`config.mk`:
```
export PLATFORM = sky130hd
export DESIGN_NAME = mask_unit_top
export DESIGN_NICKNAME = d
export VERILOG_FILES = /design/src/hdl/mask_pkg.sv /design/src/hdl/mask_in_fifo.sv /design/src/hdl/mask_seq_ctrl.sv /design/src/hdl/mask_count_unit.sv /design/src/hdl/mask_set_first_unit.sv /design/src/hdl/mask_unit_top.sv
export SDC_FILE = /design/constraint.sdc
export NUM_CORES = 1
export LEC_CHECK = 0
export ABC_AREA = 1
export BUFFER_PORTS_ARGS = -buffer_cell sky130_fd_sc_hd__buf_4
export CAP_MARGIN = 0
export CORE_AREA = 2 2 101 103
export DETAILED_ROUTE_END_ITERATION = 10
export DIE_AREA = 0 0 103 105
export PLACE_DENSITY = 0.85
export SYNTH_ARGS = -nofsm -noshare
export SYNTH_HDL_FRONTEND = slang
export SYNTH_SLANG_ARGS = --single-unit
```
`constraint.sdc`:
```
create_clock -name clk_i -period 9 [get_ports clk_i]
set_clock_uncertainty 0.15 [all_clocks]
set_input_delay 1.35 -clock clk_i [delete_from_list [all_inputs] [get_ports clk_i]]
set_output_delay 1.35 -clock clk_i [all_outputs]
set_load 0.02 [all_outputs]
```
`src/hdl/mask_pkg.sv`:
```
// ~~~~~~~~~~~~~~~~~~~~~~~~~~~~~~~~~~~~~~~~~~~~~~~~~~
// Mask unit package
// Slice geometry, credit depths, operation codes
// and the shared vector types of the mask unit
// ~~~~~~~~~~~~~~~~~~~~~~~~~~~~~~~~~~~~~~~~~~~~~~~~~~

`default_nettype none

package mask_pkg;

  // Vector geometry
  localparam int unsigned SliceW   = 16;
  localparam int unsigned NrSlices = 8;
  localparam int unsigned VlenBits = SliceW * NrSlices;

  // Flow control
  localparam int unsigned InDepth    = 2;
  localparam int unsigned OutCredits = 2;

  typedef logic [SliceW-1:0]                  slice_t;
  typedef logic [2:0]                         op_t;
  // Holds 0 to VlenBits inclusive
  typedef logic [$clog2(VlenBits+1)-1:0]      cnt_t;
  typedef logic [$clog2(NrSlices)-1:0]        slice_idx_t;
  typedef logic [1:0]                         credit_t;

  // Mask instructions
  localparam op_t OP_VCPOP  = 3'd0;
  localparam op_t OP_VFIRST = 3'd1;
  localparam op_t OP_VMSBF  = 3'd2;
  localparam op_t OP_VMSIF  = 3'd3;
  localparam op_t OP_VMSOF  = 3'd4;

  typedef enum logic [1:0] {
    IDLE,
    RUN,
    FINISH
  } seq_state_e;

endpackage

`default_nettype wire

```
`src/hdl/mask_in_fifo.sv`:
```
// ~~~~~~~~~~~~~~~~~~~~~~~~~~~~~~~~~~~~~~~~~~~~~~~~~~
// Mask unit input buffer
// Two-entry FIFO for operand and mask slices that
// hands one credit back to the source per pop
// ~~~~~~~~~~~~~~~~~~~~~~~~~~~~~~~~~~~~~~~~~~~~~~~~~~

`timescale 1ns/1ps
`default_nettype none

module mask_in_fifo (
  input  wire logic             clk_i,
  input  wire logic             rst_ni,
  input  wire logic             push_i,
  input  wire mask_pkg::slice_t slice_i,
  input  wire mask_pkg::slice_t mask_i,
  input  wire logic             pop_i,
  output mask_pkg::slice_t      head_slice_o,
  output mask_pkg::slice_t      head_mask_o,
  output logic                  empty_o,
  output logic                  credit_o
);

  localparam int unsigned PtrW = $clog2(mask_pkg::InDepth);

  mask_pkg::slice_t mem_slice [mask_pkg::InDepth];
  mask_pkg::slice_t mem_mask  [mask_pkg::InDepth];

  logic [PtrW-1:0] wr_ptr_q, rd_ptr_q;
  logic [PtrW:0]   fill_q;
  logic            credit_q;

  // Storage, written only by the source side
  always_ff @(posedge clk_i) begin
    if (push_i) begin
      mem_slice[wr_ptr_q] <= slice_i;
      mem_mask[wr_ptr_q]  <= mask_i;
    end
  end

  // Pointers wrap naturally since the depth is a power of two
  always_ff @(posedge clk_i or negedge rst_ni) begin
    if (!rst_ni) begin
      wr_ptr_q <= '0;
      rd_ptr_q <= '0;
      fill_q   <= '0;
      credit_q <= 1'b0;
    end else begin
      if (push_i) wr_ptr_q <= wr_ptr_q + 1'b1;
      if (pop_i)  rd_ptr_q <= rd_ptr_q + 1'b1;
      fill_q   <= fill_q + (PtrW+1)'(push_i) - (PtrW+1)'(pop_i);
      // One freed entry gives one credit back
      credit_q <= pop_i;
    end
  end

  assign head_slice_o = mem_slice[rd_ptr_q];
  assign head_mask_o  = mem_mask[rd_ptr_q];
  assign empty_o      = (fill_q == '0);
  assign credit_o     = credit_q;

endmodule

`default_nettype wire

```
`src/hdl/mask_seq_ctrl.sv`:
```
// ~~~~~~~~~~~~~~~~~~~~~~~~~~~~~~~~~~~~~~~~~~~~~~~~~~
// Mask unit sequencer
// Latches the instruction, pops eight slices under
// output credit control and flags completion
// ~~~~~~~~~~~~~~~~~~~~~~~~~~~~~~~~~~~~~~~~~~~~~~~~~~

`timescale 1ns/1ps
`default_nettype none

module mask_seq_ctrl (
  input  wire logic          clk_i,
  input  wire logic          rst_ni,
  input  wire logic          start_i,
  input  wire mask_pkg::op_t op_i,
  input  wire logic          vm_i,
  input  wire logic          fifo_empty_i,
  input  wire logic          out_credit_i,
  output logic               pop_o,
  output mask_pkg::op_t      op_o,
  output logic               vm_o,
  output logic               clr_o,
  output logic               count_en_o,
  output logic               sf_en_o,
  output logic               busy_o,
  output logic               done_o
);

  mask_pkg::seq_state_e state_q, state_d;
  mask_pkg::op_t        op_q;
  logic                 vm_q;
  mask_pkg::slice_idx_t idx_q;
  mask_pkg::credit_t    credit_q;

  logic start_ok;
  logic is_cnt, is_sf;
  logic last_pop;

  assign start_ok = start_i && (state_q == mask_pkg::IDLE);

  assign is_cnt = (op_q == mask_pkg::OP_VCPOP) || (op_q == mask_pkg::OP_VFIRST);
  assign is_sf  = (op_q == mask_pkg::OP_VMSBF) || (op_q == mask_pkg::OP_VMSIF) ||
                  (op_q == mask_pkg::OP_VMSOF);

  // Set-first slices need a free output slot, counts never wait
  assign pop_o = (state_q == mask_pkg::RUN) && !fifo_empty_i &&
                 (!is_sf || (credit_q != '0));

  assign last_pop = pop_o && (idx_q == mask_pkg::slice_idx_t'(mask_pkg::NrSlices - 1));

  always_comb begin
    state_d = state_q;
    unique case (state_q)
      mask_pkg::IDLE:   if (start_ok) state_d = mask_pkg::RUN;
      mask_pkg::RUN:    if (last_pop) state_d = mask_pkg::FINISH;
      mask_pkg::FINISH: state_d = mask_pkg::IDLE;
      default:          state_d = mask_pkg::IDLE;
    endcase
  end

  always_ff @(posedge clk_i or negedge rst_ni) begin
    if (!rst_ni) begin
      state_q  <= mask_pkg::IDLE;
      op_q     <= mask_pkg::OP_VCPOP;
      vm_q     <= 1'b0;
      idx_q    <= '0;
      credit_q <= mask_pkg::credit_t'(mask_pkg::OutCredits);
    end else begin
      state_q <= state_d;
      if (start_ok) begin
        op_q  <= op_i;
        vm_q  <= vm_i;
        idx_q <= '0;
      end else if (pop_o) begin
        // Wraps back to zero after the last slice
        idx_q <= idx_q + 1'b1;
      end
      // Spent on each set-first pop, returned by the sink
      credit_q <= credit_q - mask_pkg::credit_t'(pop_o && is_sf)
                           + mask_pkg::credit_t'(out_credit_i);
    end
  end

  assign op_o       = op_q;
  assign vm_o       = vm_q;
  assign clr_o      = start_ok;
  assign count_en_o = pop_o && is_cnt;
  assign sf_en_o    = pop_o && is_sf;
  // Busy covers the done cycle, so the last result slice lands while busy
  assign busy_o     = (state_q != mask_pkg::IDLE);
  assign done_o     = (state_q == mask_pkg::FINISH);

endmodule

`default_nettype wire

```
`src/hdl/mask_count_unit.sv`:
```
// ~~~~~~~~~~~~~~~~~~~~~~~~~~~~~~~~~~~~~~~~~~~~~~~~~~
// Mask unit count datapath
// Popcount and trailing-zero accumulation per slice
// for vcpop and vfirst
// ~~~~~~~~~~~~~~~~~~~~~~~~~~~~~~~~~~~~~~~~~~~~~~~~~~

`timescale 1ns/1ps
`default_nettype none

module mask_count_unit (
  input  wire logic             clk_i,
  input  wire logic             rst_ni,
  input  wire logic             clr_i,
  input  wire logic             en_i,
  input  wire logic             vm_i,
  input  wire mask_pkg::slice_t slice_i,
  input  wire mask_pkg::slice_t mask_i,
  output mask_pkg::cnt_t        cpop_o,
  output mask_pkg::cnt_t        vfirst_o,
  output logic                  vfirst_found_o
);

  mask_pkg::slice_t active;
  mask_pkg::cnt_t   slice_pop;
  mask_pkg::cnt_t   slice_tz;

  mask_pkg::cnt_t cpop_q, vfirst_q;
  logic           found_q;

  // Unmasked instructions see the operand alone
  assign active = slice_i & (mask_i | {mask_pkg::SliceW{vm_i}});

  always_comb begin
    slice_pop = '0;
    for (int i = 0; i < mask_pkg::SliceW; i++) begin
      slice_pop = slice_pop + mask_pkg::cnt_t'(active[i]);
    end
  end

  // Scan from the top so the lowest set bit wins, full width when empty
  always_comb begin
    slice_tz = mask_pkg::cnt_t'(mask_pkg::SliceW);
    for (int i = mask_pkg::SliceW - 1; i >= 0; i--) begin
      if (active[i]) slice_tz = mask_pkg::cnt_t'(i);
    end
  end

  always_ff @(posedge clk_i or negedge rst_ni) begin
    if (!rst_ni) begin
      cpop_q   <= '0;
      vfirst_q <= '0;
      found_q  <= 1'b0;
    end else if (clr_i) begin
      cpop_q   <= '0;
      vfirst_q <= '0;
      found_q  <= 1'b0;
    end else if (en_i) begin
      cpop_q <= cpop_q + slice_pop;
      // Index stops growing once the first one has been seen
      if (!found_q) vfirst_q <= vfirst_q + slice_tz;
      found_q <= found_q | (|active);
    end
  end

  assign cpop_o         = cpop_q;
  assign vfirst_o       = vfirst_q;
  assign vfirst_found_o = found_q;

endmodule

`default_nettype wire

```
`src/hdl/mask_set_first_unit.sv`:
```
// ~~~~~~~~~~~~~~~~~~~~~~~~~~~~~~~~~~~~~~~~~~~~~~~~~~
// Mask unit set-first datapath
// vmsbf / vmsif / vmsof per slice with a found-one
// carry and a registered result slice
// ~~~~~~~~~~~~~~~~~~~~~~~~~~~~~~~~~~~~~~~~~~~~~~~~~~

`timescale 1ns/1ps
`default_nettype none

module mask_set_first_unit (
  input  wire logic             clk_i,
  input  wire logic             rst_ni,
  input  wire logic             clr_i,
  input  wire logic             en_i,
  input  wire mask_pkg::op_t    op_i,
  input  wire logic             vm_i,
  input  wire mask_pkg::slice_t slice_i,
  input  wire mask_pkg::slice_t mask_i,
  output logic                  out_valid_o,
  output mask_pkg::slice_t      out_slice_o
);

  mask_pkg::slice_t active, sbf, sif, sof, res;
  logic             found_q, valid_q;
  mask_pkg::slice_t slice_q;

  assign active = slice_i & (mask_i | {mask_pkg::SliceW{vm_i}});

  // Bit i stays set while no active one has appeared up to i
  always_comb begin
    sbf[0] = ~(active[0] | found_q);
    for (int i = 1; i < mask_pkg::SliceW; i++) begin
      sbf[i] = sbf[i-1] & ~active[i];
    end
  end

  assign sif = {sbf[mask_pkg::SliceW-2:0], ~found_q};
  assign sof = ~sbf & sif;

  always_comb begin
    unique case (op_i)
      mask_pkg::OP_VMSBF: res = sbf;
      mask_pkg::OP_VMSIF: res = sif;
      mask_pkg::OP_VMSOF: res = sof;
      default:            res = '1;
    endcase
    // Masked-off positions read back as one
    res = res | ~(mask_i | {mask_pkg::SliceW{vm_i}});
  end

  always_ff @(posedge clk_i or negedge rst_ni) begin
    if (!rst_ni) begin
      found_q <= 1'b0;
      valid_q <= 1'b0;
    end else begin
      valid_q <= en_i;
      if (clr_i)     found_q <= 1'b0;
      else if (en_i) found_q <= found_q | (|active);
    end
  end

  always_ff @(posedge clk_i) begin
    if (en_i) slice_q <= res;
  end

  assign out_valid_o = valid_q;
  assign out_slice_o = slice_q;

endmodule

`default_nettype wire

```
`src/hdl/mask_unit_top.sv`:
```
// ~~~~~~~~~~~~~~~~~~~~~~~~~~~~~~~~~~~~~~~~~~~~~~~~~~
// Mask unit top level
// Credit-based slice input, sequencer, count and
// set-first datapaths for the vector mask ALU
// ~~~~~~~~~~~~~~~~~~~~~~~~~~~~~~~~~~~~~~~~~~~~~~~~~~

`timescale 1ns/1ps
`default_nettype none

module mask_unit_top (
  input  wire logic             clk_i,
  input  wire logic             rst_ni,
  input  wire logic             start_i,
  input  wire mask_pkg::op_t    op_i,
  input  wire logic             vm_i,
  input  wire logic             in_valid_i,
  input  wire mask_pkg::slice_t in_slice_i,
  input  wire mask_pkg::slice_t in_mask_i,
  input  wire logic             out_credit_i,
  output logic                  in_credit_o,
  output logic                  out_valid_o,
  output mask_pkg::slice_t      out_slice_o,
  output logic                  busy_o,
  output logic                  done_o,
  output mask_pkg::cnt_t        cpop_o,
  output mask_pkg::cnt_t        vfirst_o,
  output logic                  vfirst_found_o
);

  mask_pkg::slice_t head_slice, head_mask;
  mask_pkg::op_t    op;
  logic             fifo_empty, pop, vm, clr, count_en, sf_en;

  mask_in_fifo i_in_fifo (
    .clk_i        (clk_i),
    .rst_ni       (rst_ni),
    .push_i       (in_valid_i),
    .slice_i      (in_slice_i),
    .mask_i       (in_mask_i),
    .pop_i        (pop),
    .head_slice_o (head_slice),
    .head_mask_o  (head_mask),
    .empty_o      (fifo_empty),
    .credit_o     (in_credit_o)
  );

  mask_seq_ctrl i_seq_ctrl (
    .clk_i        (clk_i),
    .rst_ni       (rst_ni),
    .start_i      (start_i),
    .op_i         (op_i),
    .vm_i         (vm_i),
    .fifo_empty_i (fifo_empty),
    .out_credit_i (out_credit_i),
    .pop_o        (pop),
    .op_o         (op),
    .vm_o         (vm),
    .clr_o        (clr),
    .count_en_o   (count_en),
    .sf_en_o      (sf_en),
    .busy_o       (busy_o),
    .done_o       (done_o)
  );

  // Both datapaths read the buffer head in the pop cycle
  mask_count_unit i_count_unit (
    .clk_i          (clk_i),
    .rst_ni         (rst_ni),
    .clr_i          (clr),
    .en_i           (count_en),
    .vm_i           (vm),
    .slice_i        (head_slice),
    .mask_i         (head_mask),
    .cpop_o         (cpop_o),
    .vfirst_o       (vfirst_o),
    .vfirst_found_o (vfirst_found_o)
  );

  mask_set_first_unit i_set_first_unit (
    .clk_i       (clk_i),
    .rst_ni      (rst_ni),
    .clr_i       (clr),
    .en_i        (sf_en),
    .op_i        (op),
    .vm_i        (vm),
    .slice_i     (head_slice),
    .mask_i      (head_mask),
    .out_valid_o (out_valid_o),
    .out_slice_o (out_slice_o)
  );

endmodule

`default_nettype wire

```
# Yosys cells after proc, flatten, opt, wreduce, memory -nomap -nowiden
# Memory sizes are Yosys's and may differ from the RTL's.
# Index checks and enable logic that the tools add are counted.
word_totals:
  ff_bits: 51
  latchBits: 0
  ram_bits: 64
  romBits: 0
  input_bits: 41
  output_inout_bits: 37
  word_cells: 148
  mem_count: 2
memory_table:
  columns: ["memory", "words", "width", "read_ports", "rd_clocked_by_memory_dff", "wr", "line_no", "text"]
  rows:
  - ["i_in_fifo.mem_mask", 2, 16, 1, 0, 1, "mask_in_fifo.sv:26", "mask_pkg::slice_t mem_mask [mask_pkg::InDepth];"]
  - ["i_in_fifo.mem_slice", 2, 16, 1, 0, 1, "mask_in_fifo.sv:25", "mask_pkg::slice_t mem_slice [mask_pkg::InDepth];"]
classes:
  n_addsub: 24
  multipliers: 0
  div: 0
  magnitude_cmp: 0
  n_eq_ne: 10
  n_shift: 0
  muxes: 33
  bitwise: 41
  reduce_logical: 23
ops:
  columns: ["op", "count"]
  rows:
  - ["$add 8x1->8", 14]
  - ["$mux 5", 16]
  - ["$pmux 16 s3", 1]
  - ["$mux 8", 5]
  - ["$and 16x16->16", 2]
  - ["$not 16->16", 2]
  - ["$or 16x16->16", 2]
  - ["$not 1->1", 17]
  - ["$reduce_or 16->1", 1]
  - ["$and 1x1->1", 15]
  - ["$reduce_bool 2->1", 5]
  - ["$add 8x5->8", 1]
  - ["$add 8x8->8", 1]
  - ["$eq 3x2->1 const B", 2]
  - ["$eq 3x3->1 const B", 2]
  - ["$logic_and 1x1->1", 6]
  - ["$mux 1", 6]
  - ["$mux 3", 2]
  - ["$add 2x1->2", 2]
  - ["$logic_not 2->1", 2]
  - ["$logic_or 1x1->1", 4]
  - ["$mux 2", 2]
  - ["$ne 2x2->1 const B", 2]
  - ["$pmux 2 s2", 1]
  - ["12 further kinds", 18]

# Logic depth before layout (Yosys ltp)
# Gate-level depths: netlist of the first run.
# An unclocked memory read counts as a cell.
depth:
  ltp_word: 24
  depth_mapped: 28
  depth_no_buf: 25

# Cells and area by module
# From an unflattened synthesis of the first run, not the netlist that was laid out.
unflattened:
  cells_unflattened: 681
  hier_area_um2: 6548.8
by_module_without_submodules:
  columns: ["module", "instances", "cells_per_inst", "area_each_um2", "seq_area_each_um2"]
  rows:
  - ["mask_in_fifo", 1, 192, 2727.6, 2047.0]
  - ["mask_count_unit", 1, 217, 1744.2, 425.4]
  - ["mask_set_first_unit", 1, 209, 1498.9, 530.5]
  - ["mask_seq_ctrl", 1, 63, 578.1, 276.5]

# Least setup slack after synthesis of the first run
# OpenSTA, ideal clock, no wires.
synth_timing:
  path_type: "reg-to-reg"
  start: "reg i_in_fifo.rd_ptr_q"
  end: "reg i_count_unit.cpop_q[4] (netlist: i_count_unit.cpop_o[4])"
  setup_time_ns: 0.122
  arrival_time_ns: 4.443
  t_required_ns: 8.728
  slack_ns: 4.286
  stages_incl_launch_ff: 23
  n_path_buf: 2
  synth_period_minus_slack_ns: 4.714
  path_cell_list: "dfrtp_1 buf_6 inv_4 buf_12 nand2_1 nand2_1 nand2_4 ha_1 inv_1 fa_1 xor2_1 inv_1 ha_1 inv_1 fa_1 fa_1 inv_1 ha_1 fa_1 a21oi_1 o21bai_1 or2_2 a32o_1"
synth_between:
  elab_chain_len: 21
  elab_cells_between_ends: 22
  cone_classes: "add/sub: 16; mux: 2; bitwise: 2; memory: 2"
synth_lines:
  columns: ["element", "line_no", "text"]
  rows:
  - ["start, declared", "mask_in_fifo.sv:28", "logic [PtrW-1:0] wr_ptr_q, rd_ptr_q;"]
  - ["start signal, assigned", "mask_in_fifo.sv:49", "if (pop_i) rd_ptr_q <= rd_ptr_q + 1'b1;"]
  - ["$mem_v2 2x16", null, null]
  - ["$or 16x16->16", "mask_count_unit.sv:31", "assign active = slice_i & (mask_i | {mask_pkg::SliceW{vm_i}});"]
  - ["$and 16x16->16 (*)", "mask_count_unit.sv:31", null]
  - ["$add 1x1->2", "mask_count_unit.sv:36", "slice_pop = slice_pop + mask_pkg::cnt_t'(active[i]);"]
  - ["$add 8x1->8 (13 in series)", "mask_count_unit.sv:36", null]
  - ["$add 8x1->8 (*)", "mask_count_unit.sv:36", null]
  - ["$add 8x8->8 (*)", "mask_count_unit.sv:58", "cpop_q <= cpop_q + slice_pop;"]
  - ["$mux 8 (*)", "mask_count_unit.sv:57", "end else if (en_i) begin"]
  - ["$mux 8 (*)", "mask_count_unit.sv:53", "end else if (clr_i) begin"]
  - ["end signal, assigned", "mask_count_unit.sv:58", null]
  - ["end, declared", "mask_count_unit.sv:27", "mask_pkg::cnt_t cpop_q, vfirst_q;"]
# Mark *: on every way between the ends. The rest lies on a longest branch, timed or not. The select of a mux whose other input is x is not followed.
# A chain may end at the register's enable or synchronous reset.

# Final worst setup path of the first run
layout_timing:
  start: "reg i_in_fifo.rd_ptr_q"
  end: "reg i_count_unit.cpop_q[6] (netlist: i_count_unit.cpop_o[6])"
# Same word-level chain as after synthesis.

==> flow_summary.yaml, run 1 <==
run_status:
  outcome: "completed"
sta:
  hold_viol_final: 0
  maxSlewHeadroom: 0.151
  timing.hold.ws_ns: 0.365
  rsz0062_at_grt: "false"
  setup_tns_ns: 0
  fmax_mhz: 178
  min_period_ns: 5.61
  slew_viol_final: 0
  worstMarginPinSlew_ns: 1.27
  post-route-period-util: 0.623
  finalSetupViolations: 0
floorplanning:
  die_w_um: 103
  ios: 78
  core.rowCount: 36
  start_util: 0.625
  die_y_um: 105
  dieArea_mm2: 0.0108
  core_mm2: 0.00964
synthesis:
  synth_area_mm2: 0.00602
  synth_top_cell_by_area: "edfxtp_1"
  synth.top_cell.area_share: 0.399
  synth_edf_count: 80
  ys_ff_latch: 115
  ys_types: 44
  netlist_instances: 567
  syn-num-nets: 647
  avgSynthCellArea_um2: 10.6
  ys_async_sr_fraction: 0.304
  synth.top_cells.by_area: "edfxtp_1 (40%), dfrtp_1 (14%), nand2_1 (8.0%)"
  synth-seq-area-share: 0.544
  yosysWarnings: 0
  synth_flop_cell: "edfxtp_1"
cts:
  ctsHoldBuffers: 0
  clk_latency_ns: 0.53
  clk_path_buf_depth: 2
  cts_root_buf: "clkbuf_8"
  post_cts_buffers: 0
  cts_resized: 0
  cts_buffers: 17
  htree_levels: 4
  clkTransAtPathRegs_ns: 0.06
  cts.sink_count: 115
  cts_tree: "built"
final_layout:
  fillers: 644
  final_util: 0.757
  fin_cells: 797
  nNetsFinal: 731
  drive_gt1_frac: 0.265
  n_antenna_cell: 0
  area_growth_syn_to_layout_pct: 21.2
routing:
  totalWireLength_um: 13200
  drtAntennaViolNets: 0
  drt-initial-drc-count: 268
  vias_per_cell: 5.53
  firstDrtPassIters: 5
  drc: 0
  num_vias: 4411
  wl_per_cell_um: 16.6
placed_design:
  gp_congestion: 0.923
  port-buffer-count: 77
  placed_cells: 765
  place_hpwl_um: 9280
worst_setup_path:
  critical_path_required_ns: 9.25
  endpoint_kind: "register"
  startpoint_type: "register"
  crit_fanout: 29
  crit_type: "register to register"
  worstPathArrival_ns: 5.86
global_route:
  grt-ovfl-total: 0
  grt_pass1_wl_um: 21100
  grt_max_degree: 36
  grt_pass1_vias: 4451
  antenna_found_initial: 0
  grt_usage: 0.260
run:
  drv_cap: 0
hold_path:
  hold_path_class: "register to register"
kinds of logic after synthesis:
family          synth area share
simple gates               0.205
flops                      0.544
buf+inv                   0.0613
compound gates            0.0800
fa+ha+maj                 0.0935
xor+xnor                  0.0160
state kept, by name (all words and copies together), names as in the netlist, 2 cells and up:
signal / count
i_count_unit.cpop_o: 8
i_count_unit.vfirst_o: 8
i_in_fifo.fill_q: 2
i_in_fifo.mem_mask: 32
i_in_fifo.mem_slice: 32
i_seq_ctrl.credit_q: 2
i_seq_ctrl.idx_q: 3
i_seq_ctrl.op_o: 3
i_seq_ctrl.state_q: 2
i_set_first_unit.out_slice_o: 16
metrics by stage:
stage	instance area, µm²	worst slack [ns]
3_5_place_dp	6660	3.58
5_1_grt	7300	3.05
2_1_floorplan	6020	4.29
6_report	7300	3.39
3_3_place_gp	6660	3.77
4_1_cts	7300	3.45
worst max-delay path: stages, from the launching register on:
cell and delay, ns:
dfrtp_1 0.51, buf_4 0.29, inv_4 0.29, nand2_1 0.10, nand2_1 0.12, nand2_4 0.09, ha_1 0.28, inv_1 0.05
fa_1 0.52, xor2_1 0.15, inv_1 0.05, ha_1 0.26, inv_1 0.05, fa_1 0.46, fa_1 0.49, inv_1 0.05
ha_1 0.21, fa_1 0.42, a21oi_1 0.16, o21bai_1 0.10, nand2_1 0.12, nand2_1 0.08, a21oi_1 0.15, nor2_1 0.08
o21ai_0 0.18, a21oi_1 0.06
layout by cell type, fill, tap and decap left out, types with 3 or more instances in the layout:
master     instances
dfrtp_1           34
nand2_2           25
a21oi_1           16
nand4_1           10
bufinv_16          6
inv_1             56
clkbuf_16         16
clkbuf_1           3
o21bai_1           6
inv_2              8
xor2_1             6
clkinv_2           3
o2111ai_1          4
fa_1              10
xnor2_1            5
nand2_1          129
nand2_4            7
edfxtp_1          80
o21ai_0           30
nor2_4             6
nor2_2             5
nor2_1            31
a31oi_1            3
nand3_2           10
buf_4             79
nand3_1           22
ha_1              29
cell usage after synthesis, types with 2 or more instances:
cell       number
nand2_2        25
o2111ai_1       4
a21oi_1        16
nor2_2          4
fa_1           10
nand4_1        10
xnor2_1         5
o21ai_1         2
o21bai_1        6
buf_6           5
edfxtp_1       80
inv_1          56
inv_2           8
a22o_1          2
xor2_1          6
o2111ai_2       2
dfrtp_1        34
ha_1           29
nand2_4         7
nor2_1         32
a32o_1          2
nand2_1       129
a31oi_1         3
nor2_4          6
clkbuf_1        5
o21ai_0        30
nand3_2        10
o31ai_1         2
nand3_1        22
area by class of cell:
| class | instances | area, µm² | area share |
|---|---|---|---|
| Sequential cell | 115 | 3280 | 0.449 |
| Multi-Input combinational cell | 373 | 2380 | 0.326 |
| Timing Repair Buffer | 79 | 593 | 0.0812 |
| Clock buffer | 20 | 425 | 0.0583 |
| Inverter | 65 | 246 | 0.0338 |
| Clock inverter | 12 | 210 | 0.0288 |
| Tap cell | 133 | 166 | 0.0228 |
worst paths after layout:
path                                     from                endpoint  slack (ns)  cells past startpoint
max in group asynchronous              rst_ni  i_seq_ctrl.credit_q[1]        7.74                      1
setup reg to reg           i_in_fifo.rd_ptr_q  i_count_unit.cpop_o[6]        3.39                     25
hold reg to reg            i_in_fifo.wr_ptr_q      i_in_fifo.wr_ptr_q        0.36                      1
min in group asynchronous              rst_ni      i_seq_ctrl.op_o[2]        0.62                      1
setup / recovery           i_in_fifo.rd_ptr_q  i_count_unit.cpop_o[6]        3.39                     25
hold / removal             i_in_fifo.wr_ptr_q      i_in_fifo.wr_ptr_q        0.36                      1
metal layers:
layer,GRT usage,share of wire
met1,0.328,0.40
met2,0.431,0.52
met3,0.0468,0.052
met4,0.122,0.026
met5,0,0
Power of run 1 is not shown: default switching activity piles up to over one toggle a cycle in this logic, so the estimate is an artifact.
==> run 2: changes to the inputs <==
Settings changed: CORE_AREA 2 2 101 103 to 2 2 110 112, DIE_AREA 0 0 103 105 to 0 0 112 114, PLACE_DENSITY 0.85 to 0.76.
Clock period 9 ns to 4.9 ns, I/O delays scaled along.
==> flow_summary.yaml, run 2 (synthesized netlist as in run 1, its figures left out) <==
run_status:
  outcome: "completed"
final_layout:
  n_antenna_cell: 0
  nNetsFinal: 748
  fillers: 919
  most-common-layout-cells: "nand2_1 (126), buf_4 (92), edfxtp_1 (80)"
  drive_gt1_frac: 0.301
  area_growth_syn_to_layout_pct: 24.7
  final_util: 0.641
  layout_commonest_cell: "nand2_1"
cts:
  cts_tree: "built"
  htree_levels: 4
  cts_root_buf: "clkbuf_16"
  clkTransAtPathRegs_ns: 0.05
  cts_buffers: 17
  ctsHoldBuffers: 0
  clk_path_buf_depth: 2
  cts.sink_count: 115
  clk_latency_ns: 0.42
worst_setup_path:
  crit_top_cell: "fa_1"
  startpoint_type: "register"
  endpoint_kind: "register"
  r2r_start: "i_in_fifo.rd_ptr_q"
  worstReg2RegEnd: "i_count_unit.cpop_o[7]"
  critical_path_required_ns: 5.05
  reg2regPathDepth: 25
  crit_type: "register to register"
  crit_fanout: 4
  worstPathArrival_ns: 4.94
  slowest_stage: "fa_1"
  slowest_delay_ns: 0.56
  reg2reg_slack_ns: 0.11
floorplanning:
  core.rowCount: 40
  dieArea_mm2: 0.0128
  die_y_um: 114
  start_util: 0.514
  die_w_um: 112
  ios: 78
  core_mm2: 0.0117
routing:
  drt-initial-drc-count: 325
  drtAntennaViolNets: 0
  firstDrtPassIters: 5
  totalWireLength_um: 12800
  drc: 0
  wl_per_cell_um: 15.5
  num_vias: 4356
  vias_per_cell: 5.27
placed_design:
  port-buffer-count: 77
  place_hpwl_um: 8940
  gp_congestion: 0.923
sta:
  setup_tns_ns: 0
  finalSetupViolations: 0
  slew_viol_final: 0
  worstMarginPinSlew_ns: 1.27
  rsz0062_at_grt: "true"
  post-route-period-util: 0.978
  hold_viol_final: 0
  fmax_mhz: 209
  timing.hold.ws_ns: 0.111
  min_period_ns: 4.79
  maxSlewHeadroom: 0.155
hold_path:
  hold_path_class: "input pin to async pin"
global_route:
  grt-ovfl-total: 0
  grt_pass1_vias: 4286
  grt_pass1_wl_um: 20700
  grt_max_degree: 36
  grt_usage: 0.209
  antenna_found_initial: 0
run:
  drv_cap: 0
[run 2: changes by cell type in the layout (fill, tap and decap cells not counted), sizes merged]
| cell | before | now |
|---|---|---|
| buf | 79 | 95 |
| bufinv | 6 | 4 |
| clkbuf | 20 | 22 |
| clkinvlp | 1 | 2 |
| inv | 65 | 64 |
[run 2: timing repair]
| action | CTS | global route |
|---|---|---|
| gates cloned | 0 | 1 |
| gates resized for setup | 1 | 22 |
| setup endpoints to repair | 3 | 4 |
| pin swaps | 0 | 17 |
| buffers inserted | 0 | 7 |
[run 2: per-stage QoR]
| step | cell area, µm² | worst slack [ns] | cells |
|---|---|---|---|
| after floorplan | 6020 | 0.186 | 567 |
| after global placement | 6760 | 0.104 | 788 |
| after detailed placement | 6760 | -0.0135 | 788 |
| after CTS | 7360 | 0.00313 | 819 |
| after global routing | 7510 | -0.112 | 827 |
| final | 7510 | 0.108 | 827 |
[run 2: worst max path at each step]
stage | startpoint | to | slack, ns | cells past startpoint
after floorplan | i_in_fifo.rd_ptr_q | i_count_unit.cpop_o[4] | 0.19 | 22
after global placement | i_in_fifo.rd_ptr_q | i_count_unit.cpop_o[4] | 0.10 | 18
after detailed placement | i_in_fifo.rd_ptr_q | i_count_unit.cpop_o[4] | -0.01 | 18
after CTS | i_in_fifo.rd_ptr_q | i_count_unit.cpop_o[4] | 0.003 | 20
after global routing | i_in_fifo.rd_ptr_q | i_count_unit.cpop_o[7] | -0.11 | 25
final | i_in_fifo.rd_ptr_q | i_count_unit.cpop_o[7] | 0.11 | 25
[run 2: cell type report]
class                           instances  area, µm²  share of cell area
Clock buffer                           21        440              0.0586
Clock inverter                         10        159              0.0212
Inverter                               65        249              0.0332
Multi-Input combinational cell        373       2430               0.324
Sequential cell                       115       3280               0.437
Tap cell                              147        184              0.0245
Timing Repair Buffer                   96        767               0.102
[run 2: worst max-delay path, delay by kind of cell (launching register included)]
kind	cells	cell delay [ns]
flip-flops	1	0.44
AO/OA/AOI/OAI	6	0.84
adder cells (fa/ha/maj)	6	2.14
buffers and inverters	6	0.48
AND/OR/NAND/NOR	6	0.45
XOR/XNOR	1	0.17
[run 2: layer usage]
layer	GRT usage	part of all wire
met3	0.0595	0.053
met4	0.0837	0.023
met1	0.266	0.43
met5	0	0
met2	0.343	0.50
Power of run 2 is left out for the same reason.
